<file path="src/dac_spi_pkg.sv">
`default_nettype none

package dac_spi_pkg;

    ////////////////////////////////////////////////////////////
    // Serial frame format
    ////////////////////////////////////////////////////////////

    localparam int WORD_BITS = 24;     // Write bit, 3-bit address, 20-bit payload
    localparam int CODE_BITS = 20;     // DAC code width

    // Frame sequencing
    typedef enum logic [1:0] {
        IDLE  = 2'd0,                  // Link quiet, waiting for a pending word
        LOAD  = 2'd1,                  // Snapshot staged words
        SHIFT = 2'd2,                  // Sync low, bits going out
        GAP   = 2'd3                   // Sync back high before the next frame
    } frame_state_e;

endpackage

`default_nettype wire

</file>
<file path="src/dac_regs_pkg.sv">
`default_nettype none

package dac_regs_pkg;

    ////////////////////////////////////////////////////////////
    // AXI4-Lite register map
    ////////////////////////////////////////////////////////////

    localparam int ADDR_BITS = 8;

    localparam logic [ADDR_BITS-1:0] CH_DATA_BASE = 8'h00;  // Channel n at +4n
    localparam logic [ADDR_BITS-1:0] CFG_WORD     = 8'h10;  // Raw 24-bit word
    localparam logic [ADDR_BITS-1:0] CFG_SEND     = 8'h14;  // Channel mask
    localparam logic [ADDR_BITS-1:0] STATUS       = 8'h18;  // Busy and pending
    localparam logic [ADDR_BITS-1:0] MON_BASE     = 8'h20;  // Last sent word, +4n

    // Bus responses
    localparam logic [1:0] RESP_OKAY   = 2'b00;
    localparam logic [1:0] RESP_SLVERR = 2'b10;

    // DAC internal register addresses
    typedef enum logic [2:0] {
        REG_NOP     = 3'd0,
        REG_DATA    = 3'd1,            // DAC code register
        REG_CTRL    = 3'd2,
        REG_CLRCODE = 3'd3,
        REG_SWCTRL  = 3'd4
    } dac_reg_e;

endpackage

`default_nettype wire

</file>
<file path="src/dac_axil_regs.sv">
`timescale 1ns/10ps
`default_nettype none

module dac_axil_regs
    import dac_spi_pkg::*;
    import dac_regs_pkg::*;
#(
    parameter int NUM_DAC = 4
)
(
    input  wire                           PMD_clk,
    input  wire                           arst_n,
    input  wire  [ADDR_BITS-1:0]          awaddr,
    input  wire                           awvalid,
    output logic                          awready,
    input  wire  [31:0]                   wdata,
    input  wire  [3:0]                    wstrb,     // Full-word writes only
    input  wire                           wvalid,
    output logic                          wready,
    output logic [1:0]                    bresp,
    output logic                          bvalid,
    input  wire                           bready,
    input  wire  [ADDR_BITS-1:0]          araddr,
    input  wire                           arvalid,
    output logic                          arready,
    output logic [31:0]                   rdata,
    output logic [1:0]                    rresp,
    output logic                          rvalid,
    input  wire                           rready,
    input  wire  [NUM_DAC*WORD_BITS-1:0]  stage_words,
    input  wire  [NUM_DAC*WORD_BITS-1:0]  sent_words,
    input  wire                           busy,
    input  wire                           pending,
    output logic [NUM_DAC-1:0]            stage_we,
    output logic [WORD_BITS-1:0]          stage_word
);

    logic [WORD_BITS-1:0] cfg_word;
    logic                 wr_go, rd_go;
    logic                 wr_ch_hit, wr_cfg_word, wr_cfg_send, wr_ok;
    logic                 rd_ch_hit, rd_mon_hit;
    logic [1:0]           wr_idx, rd_idx;
    logic [31:0]          rd_data;
    logic                 rd_ok;

    // True for an aligned address inside a block of live channels
    function automatic logic ch_hit(input logic [ADDR_BITS-1:0] addr,
                                    input logic [ADDR_BITS-1:0] base);
        logic [ADDR_BITS-1:0] off;
        off = addr - base;
        return (addr >= base) && (off < ADDR_BITS'(4 * NUM_DAC)) && (addr[1:0] == 2'b00);
    endfunction

    ////////////////////////////////////////////////////////////
    // Write channel
    ////////////////////////////////////////////////////////////

    assign wr_go   = awvalid && wvalid && !bvalid;
    assign awready = wr_go;
    assign wready  = wr_go;

    assign wr_ch_hit   = ch_hit(awaddr, CH_DATA_BASE);
    assign wr_cfg_word = (awaddr == CFG_WORD);
    assign wr_cfg_send = (awaddr == CFG_SEND);
    assign wr_ok       = wr_ch_hit || wr_cfg_word || wr_cfg_send;  // STATUS, MON are read-only
    assign wr_idx      = awaddr[3:2];

    always_comb
    begin
        stage_we   = '0;
        stage_word = cfg_word;
        if (wr_go && wr_ch_hit)
        begin
            stage_we   = NUM_DAC'(1) << wr_idx;
            stage_word = {1'b0, REG_DATA, wdata[CODE_BITS-1:0]};  // Data register write
        end
        else if (wr_go && wr_cfg_send)
            stage_we = wdata[NUM_DAC-1:0];   // Raw word fan-out
    end

    always_ff @(posedge PMD_clk or negedge arst_n)
    begin
        if (!arst_n)
        begin
            bvalid   <= 1'b0;
            bresp    <= RESP_OKAY;
            cfg_word <= '0;
        end
        else
        begin
            if (wr_go)
            begin
                bvalid <= 1'b1;
                bresp  <= wr_ok ? RESP_OKAY : RESP_SLVERR;
                if (wr_cfg_word)
                    cfg_word <= wdata[WORD_BITS-1:0];
            end
            else if (bready)
                bvalid <= 1'b0;
        end
    end

    ////////////////////////////////////////////////////////////
    // Read channel
    ////////////////////////////////////////////////////////////

    assign rd_go   = arvalid && !rvalid;
    assign arready = rd_go;

    assign rd_ch_hit  = ch_hit(araddr, CH_DATA_BASE);
    assign rd_mon_hit = ch_hit(araddr, MON_BASE);
    assign rd_idx     = araddr[3:2];   // Both channel blocks sit on 16-byte boundaries

    always_comb
    begin
        rd_ok   = 1'b1;
        rd_data = '0;
        if (rd_ch_hit)
            rd_data = 32'(stage_words[rd_idx*WORD_BITS +: WORD_BITS]);
        else if (rd_mon_hit)
            rd_data = 32'(sent_words[rd_idx*WORD_BITS +: WORD_BITS]);
        else if (araddr == CFG_WORD)
            rd_data = 32'(cfg_word);
        else if (araddr == STATUS)
            rd_data = {30'd0, pending, busy};
        else
            rd_ok = 1'b0;   // Unmapped, data stays 0
    end

    always_ff @(posedge PMD_clk or negedge arst_n)
    begin
        if (!arst_n)
        begin
            rvalid <= 1'b0;
            rresp  <= RESP_OKAY;
            rdata  <= '0;
        end
        else if (rd_go)
        begin
            rvalid <= 1'b1;
            rresp  <= rd_ok ? RESP_OKAY : RESP_SLVERR;
            rdata  <= rd_data;
        end
        else if (rready)
            rvalid <= 1'b0;
    end

endmodule

`default_nettype wire

</file>
<file path="src/dac_word_latch.sv">
`timescale 1ns/10ps
`default_nettype none

module dac_word_latch
    import dac_spi_pkg::*;
#(
    parameter int NUM_DAC = 4
)
(
    input  wire                           PMD_clk,
    input  wire                           arst_n,
    input  wire  [NUM_DAC-1:0]            stage_we,
    input  wire  [WORD_BITS-1:0]          stage_word,
    input  wire                           frame_load,
    output logic [NUM_DAC*WORD_BITS-1:0]  stage_words,
    output logic [NUM_DAC*WORD_BITS-1:0]  sent_words,
    output logic                          pending
);

    ////////////////////////////////////////////////////////////
    // Per-channel staging and sent words
    ////////////////////////////////////////////////////////////

    for (genvar ch = 0; ch < NUM_DAC; ch++)
    begin : g_ch
        always_ff @(posedge PMD_clk or negedge arst_n)
        begin
            if (!arst_n)
            begin
                stage_words[ch*WORD_BITS +: WORD_BITS] <= '0;
                sent_words[ch*WORD_BITS +: WORD_BITS]  <= '0;
            end
            else
            begin
                if (stage_we[ch])
                    stage_words[ch*WORD_BITS +: WORD_BITS] <= stage_word;  // Later write wins
                // Snapshot of all channels at once
                if (frame_load)
                    sent_words[ch*WORD_BITS +: WORD_BITS] <= stage_words[ch*WORD_BITS +: WORD_BITS];
            end
        end
    end

    // Set by any staging write, cleared when a frame takes the snapshot
    always_ff @(posedge PMD_clk or negedge arst_n)
    begin
        if (!arst_n)
            pending <= 1'b0;
        else if (|stage_we)
            pending <= 1'b1;   // Wins over frame_load, the new word still needs a frame
        else if (frame_load)
            pending <= 1'b0;
    end

endmodule

`default_nettype wire

</file>
<file path="src/dac_frame_ctrl.sv">
`timescale 1ns/10ps
`default_nettype none

module dac_frame_ctrl
    import dac_spi_pkg::*;
#(
    parameter int DIV_HALF = 2
)
(
    input  wire   PMD_clk,
    input  wire   arst_n,
    input  wire   pending,
    output logic  frame_load,
    output logic  shift_adv,
    output logic  sclk_level,
    output logic  sync_level,
    output logic  busy
);

    localparam int DIV_W = (DIV_HALF > 1) ? $clog2(DIV_HALF) : 1;
    localparam int BIT_W = $clog2(WORD_BITS);

    frame_state_e     state;
    logic [DIV_W-1:0] div_cnt;      // Cycles within a half period
    logic             half_sel;     // Second half of a bit period
    logic [BIT_W-1:0] bit_cnt;
    logic             half_end, period_end, last_bit;

    assign half_end   = (div_cnt == DIV_W'(DIV_HALF - 1));
    assign period_end = half_end && half_sel;
    assign last_bit   = (bit_cnt == BIT_W'(WORD_BITS - 1));

    ////////////////////////////////////////////////////////////
    // Frame FSM and serial clock divider
    ////////////////////////////////////////////////////////////

    always_ff @(posedge PMD_clk or negedge arst_n)
    begin
        if (!arst_n)
        begin
            state    <= IDLE;
            div_cnt  <= '0;
            half_sel <= 1'b0;
            bit_cnt  <= '0;
        end
        else
        begin
            // Divider only runs in SHIFT and GAP, back at zero on exit
            if (state == SHIFT || state == GAP)
            begin
                if (half_end)
                begin
                    div_cnt  <= '0;
                    half_sel <= ~half_sel;
                end
                else
                    div_cnt <= div_cnt + 1'b1;
            end

            case (state)
                IDLE:
                    if (pending)
                        state <= LOAD;
                LOAD:
                    state <= SHIFT;
                SHIFT:
                    if (period_end)
                    begin
                        if (last_bit)
                        begin
                            state   <= GAP;
                            bit_cnt <= '0;
                        end
                        else
                            bit_cnt <= bit_cnt + 1'b1;
                    end
                GAP:
                    if (period_end)
                        state <= IDLE;   // One full bit period of sync high
                default:
                    state <= IDLE;
            endcase
        end
    end

    assign frame_load = (state == LOAD);
    assign busy       = (state != IDLE);
    assign sync_level = (state != SHIFT);
    assign sclk_level = (state == SHIFT) && !half_sel;   // High in first half
    assign shift_adv  = (state == SHIFT) && !half_sel && (div_cnt == '0) && (bit_cnt != '0);

endmodule

`default_nettype wire

</file>
<file path="src/dac_shift_out.sv">
`timescale 1ns/10ps
`default_nettype none

module dac_shift_out
    import dac_spi_pkg::*;
#(
    parameter int NUM_DAC = 4
)
(
    input  wire                           PMD_clk,
    input  wire                           arst_n,
    input  wire  [NUM_DAC*WORD_BITS-1:0]  sent_words,
    input  wire                           frame_load,
    input  wire                           shift_adv,
    input  wire                           sclk_level,
    input  wire                           sync_level,
    output logic                          sclk,
    output logic                          sync_n,
    output logic [NUM_DAC-1:0]            sdin
);

    logic load_d;   // Snapshot is in sent_words one cycle after frame_load
    logic adv_d;

    // Pin stage, strobes delayed so data moves on the rising sclk
    always_ff @(posedge PMD_clk or negedge arst_n)
    begin
        if (!arst_n)
        begin
            load_d <= 1'b0;
            adv_d  <= 1'b0;
            sclk   <= 1'b0;
            sync_n <= 1'b1;
        end
        else
        begin
            load_d <= frame_load;
            adv_d  <= shift_adv;
            sclk   <= sclk_level;
            sync_n <= sync_level;
        end
    end

    ////////////////////////////////////////////////////////////
    // One shift register per DAC, MSB first
    ////////////////////////////////////////////////////////////

    for (genvar ch = 0; ch < NUM_DAC; ch++)
    begin : g_sh
        logic [WORD_BITS-1:0] shreg;

        always_ff @(posedge PMD_clk or negedge arst_n)
        begin
            if (!arst_n)
                shreg <= '0;
            else if (load_d)
                shreg <= sent_words[ch*WORD_BITS +: WORD_BITS];
            else if (adv_d)
                shreg <= {shreg[WORD_BITS-2:0], 1'b0};
        end

        assign sdin[ch] = shreg[WORD_BITS-1];
    end

endmodule

`default_nettype wire

</file>
<file path="src/dac_spi_top.sv">
`timescale 1ns/10ps
`default_nettype none

module dac_spi_top
    import dac_spi_pkg::*;
    import dac_regs_pkg::*;
#(
    parameter int NUM_DAC  = 4,   // 1 to 4
    parameter int DIV_HALF = 2    // sclk half period in PMD_clk cycles
)
(
    input  wire                    PMD_clk,
    input  wire                    arst_n,
    input  wire  [ADDR_BITS-1:0]   awaddr,
    input  wire                    awvalid,
    output wire                    awready,
    input  wire  [31:0]            wdata,
    input  wire  [3:0]             wstrb,
    input  wire                    wvalid,
    output wire                    wready,
    output wire  [1:0]             bresp,
    output wire                    bvalid,
    input  wire                    bready,
    input  wire  [ADDR_BITS-1:0]   araddr,
    input  wire                    arvalid,
    output wire                    arready,
    output wire  [31:0]            rdata,
    output wire  [1:0]             rresp,
    output wire                    rvalid,
    input  wire                    rready,
    output wire                    sclk,
    output wire                    sync_n,
    output wire  [NUM_DAC-1:0]     sdin
);

    wire [NUM_DAC-1:0]           stage_we;
    wire [WORD_BITS-1:0]         stage_word;
    wire [NUM_DAC*WORD_BITS-1:0] stage_words;
    wire [NUM_DAC*WORD_BITS-1:0] sent_words;
    wire                         pending, busy;
    wire                         frame_load, shift_adv;
    wire                         sclk_level, sync_level;

    dac_axil_regs #(.NUM_DAC(NUM_DAC)) u_regs (
        .PMD_clk(PMD_clk), .arst_n(arst_n),
        .awaddr(awaddr), .awvalid(awvalid), .awready(awready),
        .wdata(wdata), .wstrb(wstrb), .wvalid(wvalid), .wready(wready),
        .bresp(bresp), .bvalid(bvalid), .bready(bready),
        .araddr(araddr), .arvalid(arvalid), .arready(arready),
        .rdata(rdata), .rresp(rresp), .rvalid(rvalid), .rready(rready),
        .stage_words(stage_words), .sent_words(sent_words),
        .busy(busy), .pending(pending),
        .stage_we(stage_we), .stage_word(stage_word)
    );

    dac_word_latch #(.NUM_DAC(NUM_DAC)) u_latch (
        .PMD_clk(PMD_clk), .arst_n(arst_n),
        .stage_we(stage_we), .stage_word(stage_word), .frame_load(frame_load),
        .stage_words(stage_words), .sent_words(sent_words), .pending(pending)
    );

    dac_frame_ctrl #(.DIV_HALF(DIV_HALF)) u_ctrl (
        .PMD_clk(PMD_clk), .arst_n(arst_n), .pending(pending),
        .frame_load(frame_load), .shift_adv(shift_adv),
        .sclk_level(sclk_level), .sync_level(sync_level), .busy(busy)
    );

    dac_shift_out #(.NUM_DAC(NUM_DAC)) u_shift (
        .PMD_clk(PMD_clk), .arst_n(arst_n), .sent_words(sent_words),
        .frame_load(frame_load), .shift_adv(shift_adv),
        .sclk_level(sclk_level), .sync_level(sync_level),
        .sclk(sclk), .sync_n(sync_n), .sdin(sdin)
    );

endmodule

`default_nettype wire

</file>
<file path="config.mk">
export PLATFORM = sky130hd
export DESIGN_NAME = dac_spi_top
export DESIGN_NICKNAME = d
export VERILOG_FILES = /design/src/dac_spi_pkg.sv /design/src/dac_regs_pkg.sv /design/src/dac_axil_regs.sv /design/src/dac_word_latch.sv /design/src/dac_frame_ctrl.sv /design/src/dac_shift_out.sv /design/src/dac_spi_top.sv
export SDC_FILE = /design/constraint.sdc
export NUM_CORES = 1
export LEC_CHECK = 0
export BUFFER_PORTS_ARGS = -buffer_cell sky130_fd_sc_hd__buf_2
export CORE_MARGIN = 2
export CORE_UTILIZATION = 40
export DETAILED_ROUTE_END_ITERATION = 10
export SETUP_SLACK_MARGIN = 0.5
export SYNTH_ARGS = -nofsm -noshare
export SYNTH_HDL_FRONTEND = slang
export SYNTH_SLANG_ARGS = --single-unit
</file>
<file path="constraint.sdc">
create_clock -name PMD_clk -period 6.15 [get_ports PMD_clk]
set_input_delay 0.615 -clock PMD_clk [delete_from_list [all_inputs] [get_ports PMD_clk]]
set_output_delay 0.615 -clock PMD_clk [all_outputs]
set_load 0.01 [all_outputs]
</file>
* Yosys cells after proc, flatten, opt, wreduce, memory -nomap -nowiden
Index checks and enable logic that the tools add are counted.
Storage, ports and cells: register bits 364, bits in latches 0, memory bits (writable) 0, memory bits (read-only) 0, input port bits 59, memories kept 0
Operators by class: add/subtract/negate cells 3, multipliers 1, div/mod/pow operators 0, $lt $le $gt $ge 6, eq/ne operators 13, shift-type cells 3, muxes and demuxes 34, bitwise gates (word level) 2, reduce and logical (&&, ||, !) cells 35
Operators by type and width (number):
- $mux 24 | 9
- $shiftx 96x8->24 | 2
- $mux 32 | 3
- $eq 8x5->1 const B | 4
- $lt 8x5->1 const B | 3
- $ge 8x1->1 const B | 2
- $logic_and 1x1->1 | 15
- $mux 2 | 7
- $mux 1 | 11
- $reduce_bool 2->1 | 5
- $ge 8x6->1 const B | 1
- $mux 4 | 2
- $pmux 2 s4 | 1
- $sub 8x6->8 const B | 1
- $logic_not 2->1 | 3
- $ne 2x1->1 const B | 3
- $reduce_and 2->1 | 3
- $add 5x1->5 const B | 1
- $eq 5x5->1 const B | 1
- $mux 5 | 1
- $reduce_bool 5->1 | 1
- $eq 2x2->1 const B | 2
- $mul 2x2->4 const B | 1
- $ne 2x2->1 const B | 2
- 8 further kinds | 13

* Depth between registers and ports, before layout
depth in word-level cells 7, mapped depth 8

* By module
From an unflattened synthesis, not the netlist that was laid out.
Second synthesis, totals: cell total of the unflattened synthesis 1221, area, all modules 16309.4 µm²
By module, submodules not included:
- dac_word_latch | times used 1, cells an instance 411, area each 7269.5 µm², sequential area each 4829.6 µm²
- dac_shift_out | times used 1, cells an instance 424, area each 4519.3 µm², sequential area each 2503.7 µm²
- dac_axil_regs | times used 1, cells an instance 335, area each 3988.8 µm², sequential area each 1301.2 µm²
- dac_frame_ctrl | times used 1, cells an instance 51, area each 531.8 µm², sequential area each 225.2 µm²

* Worst setup path after synthesis
OpenSTA, ideal clock, no wires.
path kind input-to-reg, start point input port araddr[3], end point register u_regs.rdata[10], arrival 1897 ps, data required time 6023 ps, setup slack 4126 ps, cell stages on the path 5, buffers on the path 2, path through buf_2 buf_2 mux4_2 a221oi_1 nor2_1
On the way: cells in the longest elaborated chain, start to end 6, elaborated cells between the ends (all ways) 16
Ends and longest elaborated chain:
- start, declared | RTL line dac_spi_top.sv:24 | input wire [ADDR_BITS-1:0] araddr,
- branches (longest 5 deep; another with $mul 2x2->4)
- $mux 32 (*) | RTL line dac_axil_regs.sv:118 | if (rd_ch_hit)
- end signal, assigned | RTL line dac_axil_regs.sv:142 | rdata <= rd_data;
- end, declared | RTL line dac_axil_regs.sv:26 | output logic [31:0] rdata,
Mark *: on every way between the ends. A chain may end at the register's enable or synchronous reset.

* Worst setup path in the final report
start point register u_regs.rvalid, end point register u_regs.rdata[23]
On the way: cells in the longest elaborated chain, start to end 2
Ends and longest elaborated chain:
- start, declared | RTL line dac_axil_regs.sv:28 | output logic rvalid,
- start signal, assigned | RTL line dac_axil_regs.sv:134 | rvalid <= 1'b0;
- start signal, assigned | RTL line dac_axil_regs.sv:140 | rvalid <= 1'b1;
- start signal, assigned | RTL line dac_axil_regs.sv:145 | rvalid <= 1'b0;
- $logic_not 1->1 | RTL line dac_axil_regs.sv:107 | assign rd_go = arvalid && !rvalid;
- $logic_and 1x1->1 | RTL line dac_axil_regs.sv:107
No other way between the ends.

==> results.ini <==
[die]
start_util_pct = 40.28
die_y_microns = 203.3
die_area_sq_um = 41350
rows = 73
ioPinCount = 106
dieWidth_microns = 203.3
core_area_sq_um = 39460

[placed_design]
finalWeightedCongestion = 0.7504
placed_cells = 1841
dp_hpwl_microns = 22610
port-buffer-count = 83

[worst_hold_path]
hold_path_class = primary input to async pin

[logic_synthesis]
synth_area_per_cell_sq_um = 12.09
yosys_warnings = 0
ys_ff_latch = 354
syn_inst = 1315
synth_cell_types = 51
dominantRegCellSynth = dfrtp_1
synth_edf_count = 0
syn-cell-area_sq_um = 15890
ys_seq_area_share_pct = 55.74
synthArstFlopShare_pct = 100.0

[detailed_routing]
postRouteWirelength_microns = 38210
ant_nets = 0
drtPass1Iterations = 4
drtIter0Drc = 672
drcViolationCount = 0
vias = 10290
viasPerCell = 5.397
wl_per_cell_microns = 20.04

[global_routing]
grt-ovfl-total = 0
grt_start_max_net_pins = 140
antenna_found_initial = 0
first_global_vias = 10640
grt_pass1_wl_microns = 61080
grt_use_total_pct = 18.93

[cells_and_area]
num-fill-cells = 3610
mostFrequentLayoutCells = 351 x dfrtp_1, 190 x nand2_1, 188 x o21ai_0, 106 x mux2_2, 95 x mux2i_1
drive_gt1_share_pct = 24.96
multiInputGateArea_sq_um = 6586
final_common_cell = dfrtp_1
syn2layout_area_growth_pct = 12.82
finalNonFillerCells = 1907
seq_area_sq_um = 8867
antenna_cells = 0
nets = 1421

[pwr]
p_sw_share_pct = 23.33
internal_power_w = 0.003783
pwr-share-comb_pct = 6.2
peakVddDrop_mv = 0.1890
clkPwrFrac_pct = 44.6
p_leak_nw = 7.975
power_per_cell_area_nw_per_um2 = 275.1
p_seq_share_pct = 49.2
p_sw_w = 0.001151

[clock_network]
cts_buffers = 37
ctsResizeCount = 0
clk_pin_slew_ps = 60
clk_path_buf_depth = 3
clock_sinks = 354
hold_buffers = 0
cts_max_level = 2
cts_root_buf = clkbuf_16
tritoncts = built
postCtsSetupBuffers = 0
clk_latency_ps = 530

[critical_path]
required_ps = 6560
end_kind = flop
r2r_end = u_regs.rdata[23]
worst_setup_path_start_kind = flop
crit_type = flop to flop
r2r-start = u_regs.rvalid
crit_fanout = 28
r2r_slack_ps = 3550
reg2reg_depth = 5
arrival_ps = 3010

[sta]
max_freq_mhz = 384.9
fin_crit_sh_pct = 42.25
max_slew.worst_pin.slew_ps = 1111
skew_ps = 16.48
rsz0062_at_grt = false
setup_violations = 0
hold_violations = 0
final.min_clock_period_ps = 2598
maxSlewViolCount = 0
slew_headroom_pct = 25.93
fin_tns_setup_ps = 0

[flow_run]
max_cap_viol_count = 0

[run_status]
outcome = completed

[critical path, stage by stage (launching register included)]
cell and delay [ps]:
dfrtp_1 410, nor2b_2 110, buf_4 480, nand3_2 950, o22ai_1 410, nor2_1 80
[logic make-up (layout without fill, tap and decap cells)]
group	after synthesis	count (layout)	synth area share, %
flip-flops	354	354	55.74
AND/OR/NAND/NOR	283	283	7.943
XOR/XNOR	4	4	0.2204
other	1	10	0.02359
adder cells (fa/ha/maj)	7	7	0.5510
AO/OA/AOI/OAI	277	277	9.848
multiplexers	269	269	22.18
buffers and inverters	120	178	3.487
[state kept, by name, summed over array words and instances (netlist names)]
signal,cells
u_regs.cfg_word,24
u_regs.rresp,1
u_latch.sent_words,96
u_shift.adv_d,1
u_regs.rdata,24
u_shift.sclk,1
u_regs.bvalid,1
u_latch.stage_words,96
u_regs.bresp,1
u_latch.pending,1
u_ctrl.div_cnt,1
u_shift.g_sh.shreg,96
u_shift.load_d,1
u_ctrl.bit_cnt,5
u_shift.sync_n,1
u_ctrl.half_sel,1
u_regs.rvalid,1
u_ctrl.state,2
[routing by layer]
metal / GRT usage, % / vias to the layer above / routed length (microns)
met5: 0 / - / 0
met4: 5.996 / 0 / 937
met3: 2.844 / 64 / 1683
met2: 30.36 / 209 / 17870
met1: 26.59 / 5259 / 17720
li1: - / 4761 / -
[per-stage QoR]
step / instance area, sq um / util (%) / total power, W / worst slack, ps / hold slack, ps
final: 17930 / 45.45 / 0.004934 / 3552 / 89.41
after global routing: 17930 / 45.45 / 0.005127 / 3444 / 141.0
after CTS: 17930 / 45.45 / 0.004994 / 3583 / 117.6
after detailed placement: 16730 / 42.40 / 0.002782 / 3051 / 489.0
after global placement: 16730 / 42.40 / 0.002777 / 3093 / 482.0
after floorplan: 15930 / - / 0.002612 / 4126 / 319.4
[cell type report]
cell class | count | share of cell area (%)
multi-input cells | 850 | 36.73
flip-flops and latches | 354 | 49.45
inverters | 13 | 0.2721
clock inverters | 9 | 0.3279
repair buffers | 99 | 3.182
clock buffers | 57 | 6.377
well taps | 525 | 3.663
[worst max-delay path by stage]
stage,startpoint,slack (ps),endpoint
detailed placement,awaddr[0],3050,u_latch.stage_words[43]
floorplan,araddr[3],4130,u_regs.rdata[10]
global route,awaddr[0],3440,u_latch.stage_words[16]
finish,u_regs.rvalid,3550,u_regs.rdata[23]
CTS,u_regs.bvalid,3580,u_latch.stage_words[43]
global placement,awaddr[0],3090,u_latch.stage_words[43]
[power by group through the flow]
stage / combinational, W / clock (W) / sequential (W)
6_report: 0.000307 / 0.00220 / 0.00243
5_1_grt: 0.000342 / 0.00235 / 0.00243
4_1_cts: 0.000312 / 0.00225 / 0.00243
3_5_place_dp: 0.000311 / 0 / 0.00247
3_3_place_gp: 0.000307 / 0 / 0.00247
2_1_floorplan: 0.000136 / 0 / 0.00248
[cell usage after synthesis, types with 3 or more instances]
library cell,number,share of area [%]
nand2_1,190,4.5
xnor2_1,4,0.22
buf_4,15,0.71
buf_1,6,0.14
nor3_1,3,0.094
nor2b_1,24,0.94
a22o_1,6,0.33
mux2i_1,95,6.0
o22ai_1,24,0.94
nand2b_1,5,0.20
o21ai_0,188,5.9
inv_1,13,0.31
dfrtp_1,353,56
buf_2,25,0.79
mux2_4,20,1.9
nand4b_1,3,0.17
a221oi_1,24,1.3
mux2_2,106,7.5
ha_1,7,0.55
and3_1,3,0.12
mux4_2,48,6.8
clkbuf_1,58,1.4
nor2_1,34,0.80
nand3_1,5,0.16
a21oi_1,25,0.79
(Power assumes the default switching activity.)
